$ cat src/hw/fizzle_pkg.sv
// shared constants for the fizzlefade display, one clk_sys domain only
// raster geometry is fixed here and matched by the testbench

`default_nettype none

package fizzle_pkg;

    // raster: active area first, then blanking
    localparam int H_ACTIVE = 40;
    localparam int H_TOTAL  = 50;
    localparam int V_ACTIVE = 30;
    localparam int V_TOTAL  = 34;  // 50*34 = 1700 cycles per frame

    // framebuffer, painted top left of the active area
    localparam int FB_WIDTH  = 16;
    localparam int FB_HEIGHT = 12;
    localparam int FB_SCALE  = 2;
    localparam int FB_PIXELS = FB_WIDTH * FB_HEIGHT;  // 192
    localparam int FB_ADDRW  = 8;

    localparam int CORDW = 6;   // unsigned coords
    localparam int CIDXW = 4;   // colour index
    localparam int CHANW = 4;   // one channel
    localparam int COLRW = 12;  // three channels

    localparam logic [COLRW-1:0] BG_COLR = 12'h137;

    // galois lfsr, maximal length: 255 states
    localparam int LFSR_LEN = 8;
    localparam logic [LFSR_LEN-1:0] LFSR_TAPS = 8'b1011_1000;

    // wishbone bus widths
    localparam int WB_ADRW = 5;
    localparam int WB_DATW = 16;

    // register map, word addresses
    typedef enum logic [WB_ADRW-1:0] {
        REG_CTRL     = 5'd0,   // [0] start, [7:4] fade colour
        REG_STATUS   = 5'd1,   // [0] busy, [1] done
        REG_RATE     = 5'd2,   // cycles per step minus one
        REG_WAIT     = 5'd3,   // frames before fading
        REG_PAL_BASE = 5'd16   // palette 16..31, write only
    } wb_reg_e;

    typedef enum logic [1:0] {
        FADE_IDLE,
        FADE_WAIT,
        FADE_RUN,
        FADE_DONE
    } fade_state_e;

endpackage

`default_nettype wire

$ cat src/hw/fb_port_if.sv
// framebuffer write and read sides, no handshake
// read data arrives one cycle after the address

`default_nettype none
`timescale 1ns/1ps

interface fb_port_if;
    import fizzle_pkg::*;

    // write side, from the fade controller
    logic                fb_we;
    logic [FB_ADDRW-1:0] fb_addr_write;
    logic [CIDXW-1:0]    fb_colr_write;

    // read side
    logic [FB_ADDRW-1:0] fb_addr_read;   // from linebuffer
    logic [CIDXW-1:0]    fb_colr_read;   // from memory

    modport writer (output fb_we, fb_addr_write, fb_colr_write);
    modport reader (output fb_addr_read, input fb_colr_read);
    modport mem (
        input  fb_we, fb_addr_write, fb_colr_write, fb_addr_read,
        output fb_colr_read
    );

endinterface

`default_nettype wire

$ cat src/hw/display_timing.sv
// reduced raster counters, no sync outputs
// strobes are decoded straight from the counters

`default_nettype none
`timescale 1ns/1ps

module display_timing (
    input  wire logic clk_sys,
    input  wire logic reset,
    output      logic [fizzle_pkg::CORDW-1:0] sx,  // horizontal position
    output      logic [fizzle_pkg::CORDW-1:0] sy,  // vertical position
    output      logic de,     // active area
    output      logic frame,  // first cycle of frame
    output      logic line    // first cycle of each line
);
    import fizzle_pkg::*;

    logic line_end;
    logic frame_end;

    always_comb begin
        line_end  = (sx == CORDW'(H_TOTAL-1));
        frame_end = line_end && (sy == CORDW'(V_TOTAL-1));
    end

    always_ff @(posedge clk_sys) begin
        if (reset) begin
            sx <= '0;
            sy <= '0;
        end else begin
            if (line_end) begin
                sx <= '0;
                // vertical steps once per line
                sy <= frame_end ? '0 : sy + 1'b1;
            end else begin
                sx <= sx + 1'b1;
            end
        end
    end

    always_comb begin
        de    = (sx < CORDW'(H_ACTIVE)) && (sy < CORDW'(V_ACTIVE));
        line  = (sx == '0);
        frame = (sx == '0) && (sy == '0);
    end

endmodule

`default_nettype wire

$ cat src/hw/fb_ram.sv
// simple dual-port framebuffer, starts as all index 0
// read during write returns old data

`default_nettype none
`timescale 1ns/1ps

module fb_ram (
    input wire logic clk_sys,
    fb_port_if.mem   fb
);
    import fizzle_pkg::*;

    logic [CIDXW-1:0] mem [FB_PIXELS];

    // power-up contents, no bitmap load
    initial begin
        for (int i = 0; i < FB_PIXELS; i++) begin
            mem[i] = '0;
        end
    end

    always_ff @(posedge clk_sys) begin
        if (fb.fb_we) begin
            mem[fb.fb_addr_write] <= fb.fb_colr_write;
        end
    end

    always_ff @(posedge clk_sys) begin
        fb.fb_colr_read <= mem[fb.fb_addr_read];  // one cycle latency
    end

endmodule

`default_nettype wire

$ cat src/hw/linebuffer.sv
// double row buffer, one framebuffer row fetched per raster line
// output index is 0 outside the scaled paint area

`default_nettype none
`timescale 1ns/1ps

module linebuffer (
    input  wire logic clk_sys,
    input  wire logic reset,
    input  wire logic [fizzle_pkg::CORDW-1:0] sx,
    input  wire logic [fizzle_pkg::CORDW-1:0] sy,
    input  wire logic line,
    fb_port_if.reader fb,
    output      logic [fizzle_pkg::CIDXW-1:0] cidx
);
    import fizzle_pkg::*;

    localparam int LBW = $clog2(FB_WIDTH);  // row index width

    logic [CIDXW-1:0] store [2][FB_WIDTH];  // front and back rows
    logic             front;                // store shown this line
    logic             rd_sel;
    logic [CORDW-1:0] next_row;
    logic             fetch_en;
    logic             fetch_vld;            // read data valid next cycle
    logic [LBW-1:0]   fetch_idx;
    logic             paint;

    always_comb begin
        // row that the following raster line shows
        if (sy == CORDW'(V_TOTAL-1)) begin
            next_row = '0;  // wrap for line 0
        end else begin
            next_row = CORDW'((sy + 1'b1) / FB_SCALE);
        end
        fetch_en = (sx < CORDW'(FB_WIDTH)) && (next_row < CORDW'(FB_HEIGHT));
        fb.fb_addr_read = fetch_en ? FB_ADDRW'(next_row * FB_WIDTH + sx) : '0;
    end

    always_ff @(posedge clk_sys) begin
        if (reset) begin
            front     <= 1'b0;
            fetch_vld <= 1'b0;
        end else begin
            if (line) front <= ~front;  // swap at line start
            fetch_vld <= fetch_en;
        end
        fetch_idx <= sx[LBW-1:0];
    end

    // capture into back store, swap already done by now
    always_ff @(posedge clk_sys) begin
        if (fetch_vld) begin
            store[~front][fetch_idx] <= fb.fb_colr_read;
        end
    end

    always_comb begin
        rd_sel = line ? ~front : front;  // swap lands this cycle
        paint  = (sx < CORDW'(FB_WIDTH*FB_SCALE)) && (sy < CORDW'(FB_HEIGHT*FB_SCALE));
    end

    always_ff @(posedge clk_sys) begin
        if (reset) begin
            cidx <= '0;
        end else begin
            cidx <= paint ? store[rd_sel][LBW'(sx / FB_SCALE)] : '0;
        end
    end

endmodule

`default_nettype wire

$ cat src/hw/clut.sv
// 16-entry palette, host writes only
// all entries read black after reset

`default_nettype none
`timescale 1ns/1ps

module clut (
    input  wire logic clk_sys,
    input  wire logic reset,
    input  wire logic pal_we,
    input  wire logic [fizzle_pkg::CIDXW-1:0] pal_idx,
    input  wire logic [fizzle_pkg::COLRW-1:0] pal_colr,
    input  wire logic [fizzle_pkg::CIDXW-1:0] cidx,
    output      logic [fizzle_pkg::COLRW-1:0] colr
);
    import fizzle_pkg::*;

    localparam int PAL_SIZE = 1 << CIDXW;

    logic [COLRW-1:0] pal [PAL_SIZE];

    always_ff @(posedge clk_sys) begin
        if (reset) begin
            for (int i = 0; i < PAL_SIZE; i++) begin
                pal[i] <= '0;
            end
        end else if (pal_we) begin
            pal[pal_idx] <= pal_colr;  // single cycle write
        end
    end

    // registered lookup
    always_ff @(posedge clk_sys) begin
        colr <= pal[cidx];
    end

endmodule

`default_nettype wire

$ cat src/hw/fizzle_ctrl.sv
// wishbone classic slave plus fade engine
// one ack per access, palette and unmapped reads return 0

`default_nettype none
`timescale 1ns/1ps

module fizzle_ctrl (
    input  wire logic clk_sys,
    input  wire logic reset,
    input  wire logic frame,
    input  wire logic wb_cyc,
    input  wire logic wb_stb,
    input  wire logic wb_we,
    input  wire logic [fizzle_pkg::WB_ADRW-1:0] wb_adr,
    input  wire logic [fizzle_pkg::WB_DATW-1:0] wb_dat_w,
    output      logic [fizzle_pkg::WB_DATW-1:0] wb_dat_r,
    output      logic wb_ack,
    fb_port_if.writer fb,
    output      logic pal_we,
    output      logic [fizzle_pkg::CIDXW-1:0] pal_idx,
    output      logic [fizzle_pkg::COLRW-1:0] pal_colr
);
    import fizzle_pkg::*;

    localparam int LAST_STEP = 2**LFSR_LEN - 2;  // 255 steps in all

    fade_state_e         state;
    logic [WB_DATW-1:0]  rate_reg, wait_reg;
    logic [CIDXW-1:0]    fade_colr;
    logic [WB_DATW-1:0]  rate_cnt, wait_cnt;
    logic [LFSR_LEN-1:0] lfsr, lfsr_next;
    logic [LFSR_LEN-1:0] step_cnt;
    logic [FB_ADDRW-1:0] step_addr;
    logic                wb_acc, wb_wr, start;
    logic                busy, done;
    logic [WB_DATW-1:0]  rd_data;

    always_comb begin
        wb_acc = wb_cyc && wb_stb && !wb_ack;  // first cycle of access
        wb_wr  = wb_acc && wb_we;
        start  = wb_wr && (wb_adr == REG_CTRL) && wb_dat_w[0];
        busy   = (state == FADE_WAIT) || (state == FADE_RUN);
        done   = (state == FADE_DONE);
        lfsr_next = {1'b0, lfsr[LFSR_LEN-1:1]} ^ (lfsr[0] ? LFSR_TAPS : '0);
        step_addr = FB_ADDRW'(lfsr - 1'b1);  // states 1..255 map to 0..254
    end

    // register readback
    always_comb begin
        case (wb_adr)
            REG_CTRL:   rd_data = WB_DATW'({fade_colr, 4'b0000});
            REG_STATUS: rd_data = WB_DATW'({done, busy});
            REG_RATE:   rd_data = rate_reg;
            REG_WAIT:   rd_data = wait_reg;
            default:    rd_data = '0;  // palette and holes
        endcase
    end

    always_ff @(posedge clk_sys) begin
        if (reset) begin
            wb_ack    <= 1'b0;
            pal_we    <= 1'b0;
            rate_reg  <= '0;
            wait_reg  <= '0;
            fade_colr <= '0;
        end else begin
            wb_ack <= wb_acc;  // one cycle after request
            pal_we <= wb_wr && (wb_adr >= REG_PAL_BASE);
            if (wb_wr) begin
                case (wb_adr)
                    REG_CTRL: fade_colr <= wb_dat_w[7:4];
                    REG_RATE: rate_reg  <= wb_dat_w;
                    REG_WAIT: wait_reg  <= wb_dat_w;
                    default:  ;  // others ignored here
                endcase
            end
        end
        if (wb_acc) wb_dat_r <= rd_data;  // held while ack high
        pal_idx  <= wb_adr[CIDXW-1:0];
        pal_colr <= wb_dat_w[COLRW-1:0];
    end

    // fade engine
    always_ff @(posedge clk_sys) begin
        if (reset) begin
            state    <= FADE_IDLE;
            lfsr     <= LFSR_LEN'(1);
            step_cnt <= '0;
            rate_cnt <= '0;
            wait_cnt <= '0;
            fb.fb_we <= 1'b0;
        end else begin
            fb.fb_we <= 1'b0;
            if (start) begin  // restart from any state
                state    <= FADE_WAIT;
                lfsr     <= LFSR_LEN'(1);
                step_cnt <= '0;
                rate_cnt <= '0;
                wait_cnt <= '0;
            end else begin
                case (state)
                    FADE_WAIT: begin
                        if (wait_cnt == wait_reg) state <= FADE_RUN;
                        else if (frame) wait_cnt <= wait_cnt + 1'b1;
                    end
                    FADE_RUN: begin
                        if (rate_cnt == rate_reg) begin
                            rate_cnt <= '0;
                            lfsr     <= lfsr_next;
                            step_cnt <= step_cnt + 1'b1;
                            fb.fb_we <= (step_addr < FB_ADDRW'(FB_PIXELS));  // skip off end
                            if (step_cnt == LFSR_LEN'(LAST_STEP)) state <= FADE_DONE;
                        end else begin
                            rate_cnt <= rate_cnt + 1'b1;
                        end
                    end
                    default: ;  // idle and done hold
                endcase
            end
        end
        fb.fb_addr_write <= step_addr;
        fb.fb_colr_write <= fade_colr;
    end

endmodule

`default_nettype wire

$ cat src/hw/fizzle_top.sv
// top level, single clock; wishbone setup and 8-bit video out
// coords are delayed so colour and position match each cycle

`default_nettype none
`timescale 1ns/1ps

module fizzle_top (
    input  wire logic clk_sys,
    input  wire logic reset,
    input  wire logic wb_cyc,
    input  wire logic wb_stb,
    input  wire logic wb_we,
    input  wire logic [fizzle_pkg::WB_ADRW-1:0] wb_adr,
    input  wire logic [fizzle_pkg::WB_DATW-1:0] wb_dat_w,
    output      logic [fizzle_pkg::WB_DATW-1:0] wb_dat_r,
    output      logic wb_ack,
    output      logic [fizzle_pkg::CORDW-1:0] vid_sx,
    output      logic [fizzle_pkg::CORDW-1:0] vid_sy,
    output      logic vid_de,
    output      logic vid_frame,
    output      logic [7:0] vid_r,
    output      logic [7:0] vid_g,
    output      logic [7:0] vid_b
);
    import fizzle_pkg::*;

    localparam int POSW = 2*CORDW + 2;  // {frame, de, sy, sx}

    logic [CORDW-1:0] sx, sy;
    logic             de, frame, line;
    logic [CIDXW-1:0] lb_cidx;
    logic [COLRW-1:0] fb_colr;
    logic             pal_we;
    logic [CIDXW-1:0] pal_idx;
    logic [COLRW-1:0] pal_colr;
    logic [POSW-1:0]  pos_q [3];  // lb, clut, output stages
    logic [CORDW-1:0] sel_sx, sel_sy;
    logic             sel_de, paint;
    logic [COLRW-1:0] disp_colr;

    fb_port_if fb_port ();

    display_timing display_inst (.clk_sys, .reset, .sx, .sy, .de, .frame, .line);

    fb_ram fb_ram_inst (.clk_sys, .fb(fb_port.mem));

    linebuffer lb_inst (
        .clk_sys, .reset, .sx, .sy, .line, .fb(fb_port.reader), .cidx(lb_cidx)
    );

    clut clut_inst (
        .clk_sys, .reset, .pal_we, .pal_idx, .pal_colr, .cidx(lb_cidx), .colr(fb_colr)
    );

    fizzle_ctrl ctrl_inst (
        .clk_sys, .reset, .frame,
        .wb_cyc, .wb_stb, .wb_we, .wb_adr, .wb_dat_w, .wb_dat_r, .wb_ack,
        .fb(fb_port.writer),
        .pal_we, .pal_idx, .pal_colr
    );

    // position pipeline, 3 deep
    always_ff @(posedge clk_sys) begin
        if (reset) begin
            for (int i = 0; i < 3; i++) pos_q[i] <= '0;
        end else begin
            pos_q[0] <= {frame, de, sy, sx};
            pos_q[1] <= pos_q[0];
            pos_q[2] <= pos_q[1];
        end
    end

    // clut colour lines up with stage 1
    always_comb begin
        {sel_de, sel_sy, sel_sx} = pos_q[1][POSW-2:0];
        paint = (sel_sx < CORDW'(FB_WIDTH*FB_SCALE)) && (sel_sy < CORDW'(FB_HEIGHT*FB_SCALE));
        if (!sel_de) disp_colr = '0;              // blanking
        else if (paint) disp_colr = fb_colr;
        else disp_colr = BG_COLR;
    end

    // widen each channel by repeating the nibble
    always_ff @(posedge clk_sys) begin
        vid_r <= {2{disp_colr[3*CHANW-1:2*CHANW]}};
        vid_g <= {2{disp_colr[2*CHANW-1:CHANW]}};
        vid_b <= {2{disp_colr[CHANW-1:0]}};
    end

    assign {vid_frame, vid_de, vid_sy, vid_sx} = pos_q[2];

endmodule

`default_nettype wire

$ cat config.mk
export PLATFORM = sky130hd
export DESIGN_NAME = fizzle_top
export DESIGN_NICKNAME = d
export VERILOG_FILES = /design/src/hw/fizzle_pkg.sv /design/src/hw/fb_port_if.sv /design/src/hw/display_timing.sv /design/src/hw/fb_ram.sv /design/src/hw/linebuffer.sv /design/src/hw/clut.sv /design/src/hw/fizzle_ctrl.sv /design/src/hw/fizzle_top.sv
export SDC_FILE = /design/constraint.sdc
export NUM_CORES = 2
export LEC_CHECK = 0
export ABC_AREA = 0
export BUFFER_PORTS_ARGS = -buffer_cell sky130_fd_sc_hd__buf_2
export CORE_ASPECT_RATIO = 2
export CORE_MARGIN = 1.5
export CORE_UTILIZATION = 40
export DETAILED_ROUTE_END_ITERATION = 8
export PLACE_DENSITY = 0.55
export SLEW_MARGIN = 40
export SYNTH_ARGS = -nofsm -noshare
export SYNTH_HDL_FRONTEND = slang
export SYNTH_HIERARCHICAL = 1
export SYNTH_SLANG_ARGS = --single-unit
$ cat constraint.sdc
create_clock -name clk_sys -period 9.7 [get_ports clk_sys]
set_input_delay 1.455 -clock clk_sys [delete_from_list [all_inputs] [get_ports clk_sys]]
set_output_delay 1.455 -clock clk_sys [all_outputs]
set_load 0.02 [all_outputs]
==> results list <==
- Largest net degree at the start of global routing: approximately 110
- By area, the combinational part of the netlist is dominated by multiplexers.
* Ratio of final minimum period to clock period: ~53%
- Clock tree synthesis found a total of around 1300 sinks.
- The count of nets left with antenna violations once routing finished came out at 0.
* Via-to-Cell Ratio: 5.48
- Largest registers: fb_ram_inst/mem x768, clut_inst/pal x192, lb_inst/store x128
- TritonCTS built the clock tree.
* Setup slack of the critical path after layout: between 4 and 5 ns
* Buffers plus inverters on the worst setup path: 2
- Setup repair after global routing missed its margin: no
- The run finished with clean final reports.
- The tool flagged a number of max-cap violations equal to 0.
* Die area: roughly 0.14 mm^2
- Max_slew headroom: 41.3%
- In this run, post-CTS repair resized a total of 0 instances.
* Xor/xnor share of the synthesized area: 1.10%
- After synthesis, the largest area contributor takes up 62.3% of total cell area.
- Worst-case hold path end point: ctrl_inst/fb.fb_colr_write[3]
* Die H: between 500 and 600 um
* Critical Path Max Stage Delay: roughly 0.62 ns
- Row Count: ~190
- At the worst endpoint, the required time is around 10 ns.
* Total gr overflow: 0
- The worst register-to-register path ends at fb_ram_inst/fb.fb_colr_read[3].
- Post-Route Utilization: 44.6%
- Across all layers, the routed design uses about 29000 vias.
- Max Fclk: a little under 0.2 GHz
* R2R Path Start: display_inst/sy[0]
- Average routed wire per standard cell: 27.3 um
- Number of cell instances on the worst register-to-register path: 14
- The setup check on the worst reg-to-reg path leaves a slack of 4.53 ns.
* Final instance area: about 0.059 mm^2
- Multiplexer share of the synthesized area: a little under an eighth
* Max FFs per register: 768
- The wire-length estimate of the detail-placed layout is between 90000 and 100000 um.
* Number of hold buffers added after cts: 0
* Non-filler cells, final: around 5200
- Along the worst path, the maximum fanout reaches 53.
- The clock period could shrink to between 5 and 6 ns.
- Synth Area in Adders: 0.461%
- Once the floorplan was initialized, standard cells occupied roughly 40% of the core.
* Number of buffers created by CTS: roughly 110
- Ys flop type: edfxtp_1
- After synthesis, the netlist uses 85 different library cells.
- I/O pin count: 81
- The number of global-route vias before repair was approximately 30000.
- Ranking of synthesized cells by instance count: edfxtp_1, nor2_1, nand2_1, mux4_2, dfxtp_1
- The number of hold-slack violations in the final timing report came to 0.
- For the final routed database, the setup TNS stands at 0 ns.
- STA classifies the critical path startpoint as a flip-flop.
- Timing analysis after detailed placement gives a worst setup slack of 4.46 ns.
- No sink is reached through more buffers than the 3 on the longest clock path.
- The number of max-slew violations in the final report was 0.
* Clk Tree Root Cell: clkbuf_16
* GR Util met2: a little over two fifths
- Cells after synthesis: approximately 3400
- Wirelength, routed: between 100000 and 150000 um
* Area added between synthesis and finish: 10.9%
* Worst supply voltage drop on vdd: ~0.16 mV
- Most Crowded Layer GR: met2
* GP Congestion: between 0.8 and 0.9
- Drt first-iter violations: 1917
* Ratio of cells with drive above 1 in the final layout: 18.9%
- The worst hold path was traced through 0 stages.
- Final net count: around 3400
* Buffers inserted by post-CTS timing repair: 0
- Most frequent cell after synthesis: edfxtp_1
- Dividing total power by cell area gives a power density of roughly 190 mW/mm^2.
* Clock latency on the worst-skew pair: 0.74 ns
- Across every metal layer, demand over resource in global routing totals 21.2%.
- On the final layout, the worst clock skew is between 0.03 and 0.04 ns.
* Slowest stage cell, crit path: nor3_1
- Top register by number of flip-flops: fb_ram_inst/mem
- Hold path start: ctrl_inst/fade_colr[3]
- Clock-pin slew was measured on the worst setup and hold paths at ~0.07 ns.
- Part of the Yosys area used for sequential elements: 70.1%
* Arrival @ worst endpoint: between 5 and 6 ns
- Critical path, cell by cell: ha_1, nand3_1, xnor2_1, a21oi_1, o21a_1, and2_4, buf_6, buf_6, mux4_2, mux4_2, nand2_1, o41ai_1, nor3_1, a311oi_1
- Share of synthesized registers carrying an async set or reset: 0%
- Of all cell types, the one taking the most synthesized area is edfxtp_1.
- In the global route stage, met3 resource usage came out at under 10%.
- Number of remaining DRC errors: 0
- In this run the static leakage power is approximately 21 nW.
* Placed Area: between 0.05 and 0.06 mm^2
- Flop and latch count out of synthesis: 1313
- The synthesized netlist devotes 10.5% of its cell area to simple gates.
* Worst Path Class, Setup: flip-flop to flip-flop
- Sorting the synthesized cells by area gives the leading types as edfxtp_1, mux4_2, dfxtp_1, and2_1, nor2_1.
* Antenna violations before repair: 1
- Synthesized cell area: around 0.053 mm^2
- For this run, the detailed router's first-pass iteration total came to 6.
- Core box area: between 0.1 and 0.15 mm^2
- Number of setup violations in the final report: 0
* Quantity of I/O buffers inserted on ports: 80
- During synthesis, Yosys emitted a total of 6 warnings.
* Top Family by Delay on Critical Path: simple AND/OR/NAND/NOR gates
- Number of H-tree branching levels: 3
- Worst-margin pin slew: just under 0.9 ns
- Global-route met1 utilization: between 10% and 20%
- The synthesized design contains around 1100 enable-type register cells.
- HP Class: flip-flop to flip-flop
- First-pass GRT wire length: 205000 um
- STA classifies the critical path endpoint as a flip-flop.
- Horiz. Die Dim: 261 um
- Dividing the synthesized area by the synthesized cell count gives roughly 16 um^2.
- Synthesized net count: 3406
- The synthesized netlist devotes 3.65% of its cell area to compound gates.
* Post-Place Cells: 4994
-- stage by stage --
| step | power [mW] | hold WS (ns) |
|---|---|---|
| 2_1_floorplan | 6.74 | 0.350 |
| 3_3_place_gp | 6.95 | 0.415 |
| 3_5_place_dp | 6.96 | 0.404 |
| 4_1_cts | 11.6 | 0.430 |
| 5_1_grt | 11.8 | 0.440 |
| 6_report | 11.4 | 0.430 |
-- logic make-up after synthesis --
logic type	count (synthesis)
buf+inv	246
flops	1313
mux	315
simple gates	1124
xor+xnor	65
compound gates	279
fa+ha+maj	19
-- worst max path at each step --
stage                                     endpoint  slack (ns)               start  depth (start not counted)
global placement    fb_ram_inst/fb.fb_colr_read[3]        4.01  display_inst/sy[0]                         14
CTS                 fb_ram_inst/fb.fb_colr_read[3]        4.45  display_inst/sy[0]                         13
floorplan           fb_ram_inst/fb.fb_colr_read[1]        6.23  display_inst/sy[0]                         14
finish              fb_ram_inst/fb.fb_colr_read[3]        4.53  display_inst/sy[0]                         14
detailed placement  fb_ram_inst/fb.fb_colr_read[3]        4.46  display_inst/sy[0]                         13
global route        fb_ram_inst/fb.fb_colr_read[3]        4.21  display_inst/sy[0]                         14
-- report_power, final --
group          switching, mW  internal (mW)
sequential            0.0480           6.11
combinational          0.416          0.241
clock                   2.09           2.53
total                   2.56           8.88
-- layout by cell type, fill, tap and decap left out, types with 26 or more instances in the layout --
cell type,synthesis,layout
nor2b_1,65,63
and2_1,208,203
mux2i_1,48,48
clkbuf_16,0,112
xnor2_1,36,36
nor2_1,307,298
xor2_1,27,26
mux4_2,244,244
dfxtp_1,209,203
a22oi_1,46,46
nand3_1,102,94
buf_4,41,43
nand2_1,271,268
edfxtp_1,1104,1104
nand4_1,36,36
a21oi_1,74,74
buf_2,38,79
-- final cells by class --
type	instances	area, um^2
Antenna cell	2	5.00
Clock buffer	141	3030
Clock inverter	67	722
Fill cell	11600	73400
Inverter	24	90.1
Multi-Input combinational cell	1802	14700
Sequential cell	1313	37400
Tap cell	1719	2150
Timing Repair Buffer	137	930
-- metal layers --
metal,vias up,share of wire [%]
li1,12800,-
met1,14700,32
met2,710,59
met3,288,3.1
met4,0,6.0
met5,-,0
(Power assumes the default switching activity.)
